## src/filter_cond_defines.svh

```systemverilog
// Width, depth and threshold definitions shared by the filter-condition lane
`ifndef FILTER_COND_DEFINES_SVH
`define FILTER_COND_DEFINES_SVH

// Packet data word
`define FIELD_W     16
`define NUM_FIELDS  4

// Route id carried in the packet metadata
`define ROUTE_W     8

// Per-sequence pass counter
`define COUNT_W     16

// FIFO sizing
`define FIFO_DEPTH  16
// Leaves headroom for the two packets that may still be in flight
`define PROG_THRESH 8

`endif

```

## src/filter_packet_pkg.sv

```systemverilog
// Packet types for the filter-condition lane: metadata, data word views and enums
`include "filter_cond_defines.svh"

package filter_packet_pkg;

    localparam int DATA_W = `NUM_FIELDS * `FIELD_W;

    typedef enum logic {
        SEQ_RUNNING = 1'b0,
        SEQ_DONE    = 1'b1
    } seq_state_t;

    typedef enum logic {
        CMD_DATA    = 1'b0,
        CMD_CONTROL = 1'b1
    } cmd_t;

    typedef struct packed {
        logic [`ROUTE_W-1:0] route_to;
        logic [`ROUTE_W-1:0] route_from;
        logic [`ROUTE_W-1:0] seq_src;
        seq_state_t          seq_state;
        cmd_t                cmd;
    } packet_meta_t;

    // Control view, pass count in the upper bits
    typedef struct packed {
        logic [`COUNT_W-1:0]        count;
        logic [DATA_W-`COUNT_W-1:0] pad;
    } packet_count_t;

    typedef union packed {
        logic [`NUM_FIELDS-1:0][`FIELD_W-1:0] fields;
        packet_count_t                        count_view;
    } packet_data_t;

    typedef struct packed {
        packet_meta_t meta;
        packet_data_t data;
    } packet_t;

endpackage

```

## src/filter_config_pkg.sv

```systemverilog
// Configuration word of the filter-condition lane and its compare operations
`include "filter_cond_defines.svh"

package filter_config_pkg;

    typedef enum logic [1:0] {
        OP_EQ = 2'd0,
        OP_NE = 2'd1,
        OP_LT = 2'd2,
        OP_GT = 2'd3
    } filter_op_t;

    // 38 bits, field_sel first
    typedef struct packed {
        logic [$clog2(`NUM_FIELDS)-1:0] field_sel;
        filter_op_t                     op;
        logic [`FIELD_W-1:0]            threshold;
        // Inverts the compare result
        logic                           filter_pass;
        // Forward every packet, steered by the result
        logic                           conditional_flag;
        logic [`ROUTE_W-1:0]            route_if;
        logic [`ROUTE_W-1:0]            route_else;
    } filter_config_t;

endpackage

```

## src/packet_fifo.sv

```systemverilog
// Synchronous first-word-fall-through packet FIFO with a programmable-full flag
`include "filter_cond_defines.svh"

module packet_fifo #(
    parameter int DEPTH  = `FIFO_DEPTH,
    parameter int THRESH = `PROG_THRESH
) (
    input  logic                       ap_clk,
    input  logic                       areset_generator,
    input  logic                       wr_en,
    input  filter_packet_pkg::packet_t din,
    input  logic                       rd_en,
    output logic                       valid,
    output filter_packet_pkg::packet_t dout,
    output logic                       prog_full,
    output logic                       empty
);

    localparam int PTR_W = (DEPTH > 1) ? $clog2(DEPTH) : 1;
    localparam int CNT_W = $clog2(DEPTH + 1);

    filter_packet_pkg::packet_t mem [DEPTH];

    logic [PTR_W-1:0] wr_ptr;
    logic [PTR_W-1:0] rd_ptr;
    logic [CNT_W-1:0] count;
    logic             full;
    logic             push;
    logic             pop;

    function automatic logic [PTR_W-1:0] next_ptr(input logic [PTR_W-1:0] ptr);
        if (ptr == PTR_W'(DEPTH - 1)) begin
            return '0;
        end
        return ptr + 1'b1;
    endfunction

    assign full      = (count == CNT_W'(DEPTH));
    assign empty     = (count == '0);
    assign prog_full = (count >= CNT_W'(THRESH));

    // Head falls through, no read latency
    assign valid = ~empty;
    assign dout  = mem[rd_ptr];

    assign pop  = rd_en & ~empty;
    assign push = wr_en & (~full | pop);

    always_ff @(posedge ap_clk) begin
        if (push) begin
            mem[wr_ptr] <= din;
        end
    end

    always_ff @(posedge ap_clk) begin
        if (areset_generator) begin
            wr_ptr <= '0;
            rd_ptr <= '0;
            count  <= '0;
        end else begin
            if (push) begin
                wr_ptr <= next_ptr(wr_ptr);
            end
            if (pop) begin
                rd_ptr <= next_ptr(rd_ptr);
            end
            case ({push, pop})
                2'b10:   count <= count + 1'b1;
                2'b01:   count <= count - 1'b1;
                default: count <= count;
            endcase
        end
    end

    // Neighbours must respect the fill level
    a_no_overflow: assert property (@(posedge ap_clk) disable iff (areset_generator)
        !(wr_en && full && !rd_en))
        else $error("packet_fifo write while full");

    a_no_underflow: assert property (@(posedge ap_clk) disable iff (areset_generator)
        !(rd_en && empty))
        else $error("packet_fifo read while empty");

endmodule

```

## src/filter_cond_kernel.sv

```systemverilog
// Compare kernel: selects one data field, tests it against the threshold, registers the flag
`include "filter_cond_defines.svh"

module filter_cond_kernel (
    input  logic                              ap_clk,
    input  logic                              areset_generator,
    input  logic                              in_valid,
    input  filter_config_pkg::filter_config_t cfg,
    input  filter_packet_pkg::packet_data_t   data,
    output logic                              result_flag
);

    logic [`FIELD_W-1:0] field;
    logic                cmp;

    assign field = data.fields[cfg.field_sel];

    always_comb begin
        case (cfg.op)
            filter_config_pkg::OP_EQ: cmp = (field == cfg.threshold);
            filter_config_pkg::OP_NE: cmp = (field != cfg.threshold);
            filter_config_pkg::OP_LT: cmp = (field < cfg.threshold);
            filter_config_pkg::OP_GT: cmp = (field > cfg.threshold);
            default:                  cmp = 1'b0;
        endcase
    end

    // Flag lines up with the stage 1 packet register in the route stage
    always_ff @(posedge ap_clk) begin
        if (areset_generator) begin
            result_flag <= 1'b0;
        end else if (in_valid) begin
            result_flag <= cmp ^ cfg.filter_pass;
        end
    end

endmodule

```

## src/filter_cond_route.sv

```systemverilog
// Route stage: pops the input FIFO, applies pass and route rules, splits data and control
`include "filter_cond_defines.svh"

module filter_cond_route (
    input  logic                              ap_clk,
    input  logic                              areset_generator,
    input  logic                              configured,
    input  filter_config_pkg::filter_config_t cfg,
    input  logic                              in_valid,
    input  filter_packet_pkg::packet_t        in_packet,
    input  logic                              engine_full,
    input  logic                              control_full,
    output logic                              in_pop,
    output logic                              engine_wr,
    output filter_packet_pkg::packet_t        engine_pkt,
    output logic                              control_wr,
    output filter_packet_pkg::packet_t        control_pkt,
    output logic                              seq_done_emit,
    output logic                              busy_pipe
);

    logic                       s1_valid;
    filter_packet_pkg::packet_t s1_pkt;
    logic                       s1_done;
    logic                       pass;
    logic [`COUNT_W-1:0]        pass_count;
    filter_packet_pkg::packet_t data_pkt;
    filter_packet_pkg::packet_t ctrl_pkt;

    assign s1_done = s1_valid & (s1_pkt.meta.seq_state == filter_packet_pkg::SEQ_DONE);

    // Reads stop behind a sequence-done packet until the lane is set up again
    assign in_pop = configured & in_valid & ~engine_full & ~control_full
                  & ~s1_done & ~control_wr;

    filter_cond_kernel filter_cond_kernel_i (
        .ap_clk           (ap_clk),
        .areset_generator (areset_generator),
        .in_valid         (in_pop),
        .cfg              (cfg),
        .data             (in_packet.data),
        .result_flag      (pass)
    );

    // ----------------------------------------------------------
    // Stage 1, packet beside the kernel register
    // ----------------------------------------------------------
    always_ff @(posedge ap_clk) begin
        if (areset_generator) begin
            s1_valid <= 1'b0;
        end else begin
            s1_valid <= in_pop;
        end
    end

    always_ff @(posedge ap_clk) begin
        if (in_pop) begin
            s1_pkt <= in_packet;
        end
    end

    // ----------------------------------------------------------
    // Stage 2, decision register
    // ----------------------------------------------------------
    always_comb begin
        data_pkt = s1_pkt;
        if (cfg.conditional_flag) begin
            data_pkt.meta.route_to = pass ? cfg.route_if : cfg.route_else;
        end

        // Reply goes back to whoever opened the sequence
        ctrl_pkt                       = s1_pkt;
        ctrl_pkt.meta.route_to         = s1_pkt.meta.seq_src;
        ctrl_pkt.meta.route_from       = s1_pkt.meta.seq_src;
        ctrl_pkt.meta.cmd              = filter_packet_pkg::CMD_CONTROL;
        ctrl_pkt.data.count_view.count = pass_count;
        ctrl_pkt.data.count_view.pad   = '0;
    end

    always_ff @(posedge ap_clk) begin
        if (areset_generator) begin
            engine_wr  <= 1'b0;
            control_wr <= 1'b0;
            pass_count <= '0;
        end else begin
            engine_wr  <= s1_valid & ~s1_done & (pass | cfg.conditional_flag);
            control_wr <= s1_done;
            if (s1_done) begin
                pass_count <= '0;
            end else if (s1_valid & pass) begin
                pass_count <= pass_count + 1'b1;
            end
        end
    end

    always_ff @(posedge ap_clk) begin
        if (s1_valid) begin
            engine_pkt  <= data_pkt;
            control_pkt <= ctrl_pkt;
        end
    end

    assign seq_done_emit = control_wr;
    assign busy_pipe     = s1_valid | engine_wr | control_wr;

endmodule

```

## src/filter_cond_control.sv

```systemverilog
// Lane FSM: start, configuration fetch, busy until sequence done, drained done level
module filter_cond_control (
    input  logic                              ap_clk,
    input  logic                              areset_generator,
    input  logic                              start,
    input  logic                              cfg_valid,
    input  filter_config_pkg::filter_config_t cfg_word,
    input  logic                              seq_done_emit,
    input  logic                              busy_pipe,
    input  logic                              fifos_empty,
    output logic                              cfg_request,
    output logic                              configured,
    output filter_config_pkg::filter_config_t cfg,
    output logic                              done
);

    localparam logic [1:0] IDLE       = 2'd0;
    localparam logic [1:0] SETUP_REQ  = 2'd1;
    localparam logic [1:0] SETUP_WAIT = 2'd2;
    localparam logic [1:0] BUSY       = 2'd3;

    logic [1:0] state;
    logic [1:0] next_state;

    always_ff @(posedge ap_clk) begin
        if (areset_generator) begin
            state <= IDLE;
        end else begin
            state <= next_state;
        end
    end

    always_comb begin
        next_state = state;
        case (state)
            IDLE: begin
                if (start) begin
                    next_state = SETUP_REQ;
                end
            end
            SETUP_REQ: begin
                next_state = SETUP_WAIT;
            end
            SETUP_WAIT: begin
                if (cfg_valid) begin
                    next_state = BUSY;
                end
            end
            BUSY: begin
                // Config stays live until the control packet is out
                if (seq_done_emit) begin
                    next_state = IDLE;
                end
            end
            default: next_state = IDLE;
        endcase
    end

    always_ff @(posedge ap_clk) begin
        if (state == SETUP_WAIT && cfg_valid) begin
            cfg <= cfg_word;
        end
    end

    assign cfg_request = (state == SETUP_REQ);
    assign configured  = (state == BUSY);

    // Idle with nothing in the pipe or the FIFOs
    always_ff @(posedge ap_clk) begin
        if (areset_generator) begin
            done <= 1'b0;
        end else begin
            done <= (state == IDLE) & ~busy_pipe & fifos_empty;
        end
    end

    a_cfg_only_when_waiting: assert property (@(posedge ap_clk) disable iff (areset_generator)
        cfg_valid |-> state == SETUP_WAIT)
        else $error("cfg_valid outside the configuration wait");

endmodule

```

## src/filter_cond_top.sv

```systemverilog
// Filter-condition lane top: input FIFO, control FSM, route stage and two output FIFOs
`include "filter_cond_defines.svh"

module filter_cond_top (
    input  logic                              ap_clk,
    input  logic                              areset_generator,
    input  logic                              start,
    input  logic                              cfg_valid,
    input  filter_config_pkg::filter_config_t cfg_word,
    input  logic                              response_valid,
    input  filter_packet_pkg::packet_t        response_packet,
    input  logic                              engine_rd_en,
    input  logic                              control_rd_en,
    output logic                              cfg_request,
    output logic                              engine_valid,
    output filter_packet_pkg::packet_t        engine_packet,
    output logic                              control_valid,
    output filter_packet_pkg::packet_t        control_packet,
    output logic                              done
);

    logic                              in_valid;
    filter_packet_pkg::packet_t        in_head;
    logic                              in_empty;
    logic                              in_pop;
    logic                              engine_wr;
    filter_packet_pkg::packet_t        engine_pkt;
    logic                              engine_full;
    logic                              engine_empty;
    logic                              control_wr;
    filter_packet_pkg::packet_t        control_pkt;
    logic                              control_full;
    logic                              control_empty;
    logic                              configured;
    filter_config_pkg::filter_config_t cfg;
    logic                              seq_done_emit;
    logic                              busy_pipe;
    logic                              fifos_empty;

    assign fifos_empty = in_empty & engine_empty & control_empty;

    // ----------------------------------------------------------
    // Input side
    // ----------------------------------------------------------
    packet_fifo #(.DEPTH(`FIFO_DEPTH), .THRESH(`PROG_THRESH)) in_fifo (
        .ap_clk (ap_clk), .areset_generator (areset_generator),
        .wr_en (response_valid), .din (response_packet), .rd_en (in_pop),
        .valid (in_valid), .dout (in_head), .prog_full (), .empty (in_empty)
    );

    filter_cond_control filter_cond_control_i (
        .ap_clk (ap_clk), .areset_generator (areset_generator),
        .start (start), .cfg_valid (cfg_valid), .cfg_word (cfg_word),
        .seq_done_emit (seq_done_emit), .busy_pipe (busy_pipe),
        .fifos_empty (fifos_empty), .cfg_request (cfg_request),
        .configured (configured), .cfg (cfg), .done (done)
    );

    filter_cond_route filter_cond_route_i (
        .ap_clk (ap_clk), .areset_generator (areset_generator),
        .configured (configured), .cfg (cfg),
        .in_valid (in_valid), .in_packet (in_head),
        .engine_full (engine_full), .control_full (control_full),
        .in_pop (in_pop), .engine_wr (engine_wr), .engine_pkt (engine_pkt),
        .control_wr (control_wr), .control_pkt (control_pkt),
        .seq_done_emit (seq_done_emit), .busy_pipe (busy_pipe)
    );

    // ----------------------------------------------------------
    // Output side, pops only while the head is valid
    // ----------------------------------------------------------
    packet_fifo #(.DEPTH(`FIFO_DEPTH), .THRESH(`PROG_THRESH)) engine_fifo (
        .ap_clk (ap_clk), .areset_generator (areset_generator),
        .wr_en (engine_wr), .din (engine_pkt), .rd_en (engine_rd_en & engine_valid),
        .valid (engine_valid), .dout (engine_packet),
        .prog_full (engine_full), .empty (engine_empty)
    );

    packet_fifo #(.DEPTH(`FIFO_DEPTH), .THRESH(`PROG_THRESH)) control_fifo (
        .ap_clk (ap_clk), .areset_generator (areset_generator),
        .wr_en (control_wr), .din (control_pkt), .rd_en (control_rd_en & control_valid),
        .valid (control_valid), .dout (control_packet),
        .prog_full (control_full), .empty (control_empty)
    );

endmodule

```

## config.mk

```make
export PLATFORM = sky130hd
export DESIGN_NAME = filter_cond_top
export DESIGN_NICKNAME = d
export VERILOG_FILES = /design/src/filter_packet_pkg.sv /design/src/filter_config_pkg.sv /design/src/packet_fifo.sv /design/src/filter_cond_kernel.sv /design/src/filter_cond_route.sv /design/src/filter_cond_control.sv /design/src/filter_cond_top.sv
export VERILOG_INCLUDE_DIRS = /design/src
export SDC_FILE = /design/constraint.sdc
export NUM_CORES = 2
export LEC_CHECK = 0
export ABC_AREA = 1
export BUFFER_PORTS_ARGS = -buffer_cell sky130_fd_sc_hd__buf_2
export CAP_MARGIN = 20
export CORE_UTILIZATION = 38
export DETAILED_ROUTE_END_ITERATION = 10
export GPL_TIMING_DRIVEN = 0
export SYNTH_ARGS = -nofsm -noshare
export SYNTH_HDL_FRONTEND = slang
export SYNTH_MEMORY_MAX_BITS = 65536
export SYNTH_SLANG_ARGS = --single-unit
```

## constraint.sdc

```tcl
create_clock -name ap_clk -period 12.36 [get_ports ap_clk]
set_input_delay 3.708 -clock ap_clk [delete_from_list [all_inputs] [get_ports ap_clk]]
set_output_delay 3.708 -clock ap_clk [all_outputs]
set_load 0.01 [all_outputs]
```

==> implementation parameters <==
Parameter                              Value

Outcome
  Result of the run ... completed

Pwr
  Worst IR drop on VDD ... roughly 0.14 mV
  LEAKAGE ... 54.0 nW
  Power per standard cell area ... 184 nW/um^2

Clocking
  Post_cts resized ... 0
  Number of buffers created by CTS ... around 370
  Setup Fix Bufs, Post-CTS ... 0
  Cell chosen for the clock root ... clkbuf_16
  Maximum root-to-sink buffer count ... 4
  Clock slew at the register clock pins of the worst setup and hold paths ... 0.06 ns
  Number of hold buffers added after CTS ... 0
  CTS sink cnt ... 3588
  H-tree levels ... 5
  Insertion delay to the later sink of the worst-skew pair ... 1.01 ns
  Clock tree from TritonCTS ... yes

Hold path
  Worst hold-check path type ... reg2reg

Cells and area
  Fraction of final layout cells with drive strength greater than 1 ... 11.8%
  Register area ... around 110000 um^2
  Fin cells ... 16000
  Net count of the finished layout ... 10900
  Multi-input gate area ... 28900 um^2
  FILL cells ... 32300
  Synthesis-to-finish area growth ... 16.7%

Floorplanning
  Top-Level Pins ... 319
  Area of the placeable core ... around 370000 um^2
  Die Outline Area ... 373000 um^2
  Effective utilization at floorplan ... a little under two fifths
  Height of the die ... slightly above 600 um
  Row count ... 223
  Die Wd ... 611 um

Placement
  Post-DP HPWL ... 321 mm
  Cell total after placement ... 15300
  Gp weighted congestion ... 0.909
  Setup slack at placement ... 4.74 ns
  # port buffers ... 269

Drt
  Remaining number of nets flagged by the antenna check after routing ... 0
  Drt drc ... 0
  DRC violation total after the first TritonRoute iteration ... 12700
  Vias after detailed routing ... 91500
  Total iterations of the first detailed-routing run ... 8
  Post-detailed-route wirelength per cell ... 29.2 um
  Wirelength, routed ... 467 mm
  Drt via density ... around 5.7

Synthesis
  Unique masters post-synth ... 43
  Number of flip-flops and latches in the synthesized netlist ... around 3600
  Count of synthesis-stage warnings from yosys ... 0
  Number of enable-type register cells in the synthesized netlist ... roughly 3500
  Gate count after technology mapping ... 9855
  Syn Area/Cell ... 14.3 um^2
  Sequential cell area fraction in the yosys report ... 75.9%
  Most used standard cells in the synthesized netlist ... 3514 x edfxtp_1, 1320 x o21ai_0, 1004 x nor2_1
  Area contributors post-synth ... edfxtp_1 75%, o21ai_0 4.7%, o211ai_1 3.5%
  Share of the synthesized area in the top cell type ... 74.9%
  Primary flip-flop cell chosen by synthesis mapping ... edfxtp_1
  Library cell with the largest summed area after synthesis ... edfxtp_1
  Cell area after synthesis ... about 140000 um^2
  Most frequent cell after synthesis ... edfxtp_1
  Fraction of synthesis flops using an asynchronous set or reset pin ... 0%

STA
  Final count of pins violating max slew ... 0
  Hold violation total from the final report ... 0
  Final cycle utilization of the critical path ... 70.6%
  Transition at the pin with the smallest max-transition slack ... about 1.3 ns
  Worst slew slack as a fraction of its limit ... between 10% and 20%
  Final worst setup slack ... roughly 3.6 ns
  Highest achievable clock rate ... 115 MHz
  Post-layout minimum cycle time ... roughly 8.7 ns
  Unrepaired setup endpoints after global routing ... false
  Setup violation total in the final timing report ... 0
  Setup Skew ... 0.0978 ns

GRT
  Tot GR Track Use ... 24.3%
  Initial antenna violation count ... 87
  Via count of the first global-routing pass ... 88000
  Largest net degree at the start of global routing ... 75
  Remaining Overflow, GRT ... 0
  Global-route wire length before repair ... 650 mm

Flow run
  Reported max-cap violation count ... 0

Worst setup path
  Arrival time at the worst endpoint ... 5.02 ns
  Class of the most critical setup path ... reg2out
  Worst endpoint required time ... roughly 8.7 ns
  Max Fanout on Critical Path ... 10
  Critical Path End Type ... output port
  Critical path startpoint category ... flip-flop
[worst max-delay path: stages (launching register included)]
cell and delay, ns:
dfxtp_1 0.30, buf_2 0.29, inv_2 0.43, buf_2 0.55
buf_2 0.81, buf_1 0.57, o211ai_1 0.22, nand3_1 0.35
nand2_1 0.24, buf_2 0.20
[metrics by stage]
step / utilization [%] / hold slack [ns] / area [um^2] / TNS, ns / power [mW]
after global placement: 40.3 / 0.401 / 149000 / -4660.03 / 19.5
final: 44.5 / 0.404 / 164000 / 0 / 30.3
after floorplan: - / 0.400 / 141000 / 0 / 17.0
after CTS: 44.5 / 0.393 / 164000 / 0 / 30.3
after detailed placement: 41.3 / 0.405 / 153000 / 0 / 19.6
after global routing: 44.5 / 0.406 / 164000 / 0 / 31.2
[final timing paths]
check                                        startpoint                                      endpoint  slack (ns)  cells after the start
max                                           flip-flop                             engine_packet[35]        3.64                      9
min          filter_cond_route_i.ctrl_pkt[69]$_DFFE_PN_  filter_cond_route_i.engine_pkt[69]$_DFFE_PP_        0.40                      0
max reg2reg                                   flip-flop                                     flip-flop        6.68                     17
min reg2reg  filter_cond_route_i.ctrl_pkt[69]$_DFFE_PN_  filter_cond_route_i.engine_pkt[69]$_DFFE_PP_        0.40                      0
[logic make-up after synthesis]
group	synth area share [%]
fa+ha+maj	0.460
other cells	0.00533
mux	3.27
simple gates	4.81
flops	75.9
buf+inv	3.97
xor+xnor	0.112
compound gates	11.4
[registers in the layout, indices dropped and copies added, names as in the netlist, 8 cells and up, named ones only]
signal	cells
control_fifo.mem	400
engine_fifo.mem	1440
filter_cond_control_i.cfg	38
filter_cond_route_i.control_pkt	16
filter_cond_route_i.ctrl_pkt	9
filter_cond_route_i.data_pkt	73
filter_cond_route_i.engine_pkt	90
filter_cond_route_i.pass_count	16
filter_cond_route_i.s1_pkt	8
in_fifo.mem	1440
[area by class of cell]
cell class	count	share of cell area, %
buffer	708	2.07
sequential	3588	65.1
clock buffer	463	5.88
multi-input combinational	5018	17.6
clock inverter	203	1.16
inverter	588	1.35
tap	4950	3.77
antenna	36	0.0548
timing repair buffer	449	3.08
[report_power, final]
part / internal [mW] / leakage (nW) / total [mW] / switching, mW
Clock: 6.07 / 5.65 / 10.8 / 4.74
Sequential: 13.5 / 32.3 / 13.6 / 0.110
Combinational: 1.71 / 16.0 / 5.87 / 4.17
Total: 21.2 / 54.0 / 30.3 / 9.02
[placed cells by master (no fill, tap or decap), types with 49 or more instances in the layout]
cell type / count
dfxtp_1: 73
edfxtp_1: 3514
nand2_1: 334
clkbuf_1: 472
a21oi_1: 526
o21ai_0: 1320
o221ai_1: 145
buf_12: 123
inv_1: 578
mux2i_1: 460
clkbuf_16: 371
clkinv_2: 72
buf_4: 103
conb_1: 49
nor2_1: 958
buf_2: 426
o211ai_1: 665
clkinv_1: 73
nand3_1: 310
[metal layers]
metal	part of all wire [%]	up-vias	routed length [um]	global-route usage (%)
met5	0.081	-	377	0
met4	5.8	56	27100	12.3
met3	12	1160	54000	6.20
met2	46	5587	214000	38.5
met1	37	45900	172000	31.0
li1	-	38700	-	-
Power figures use the tool's default switching activity.
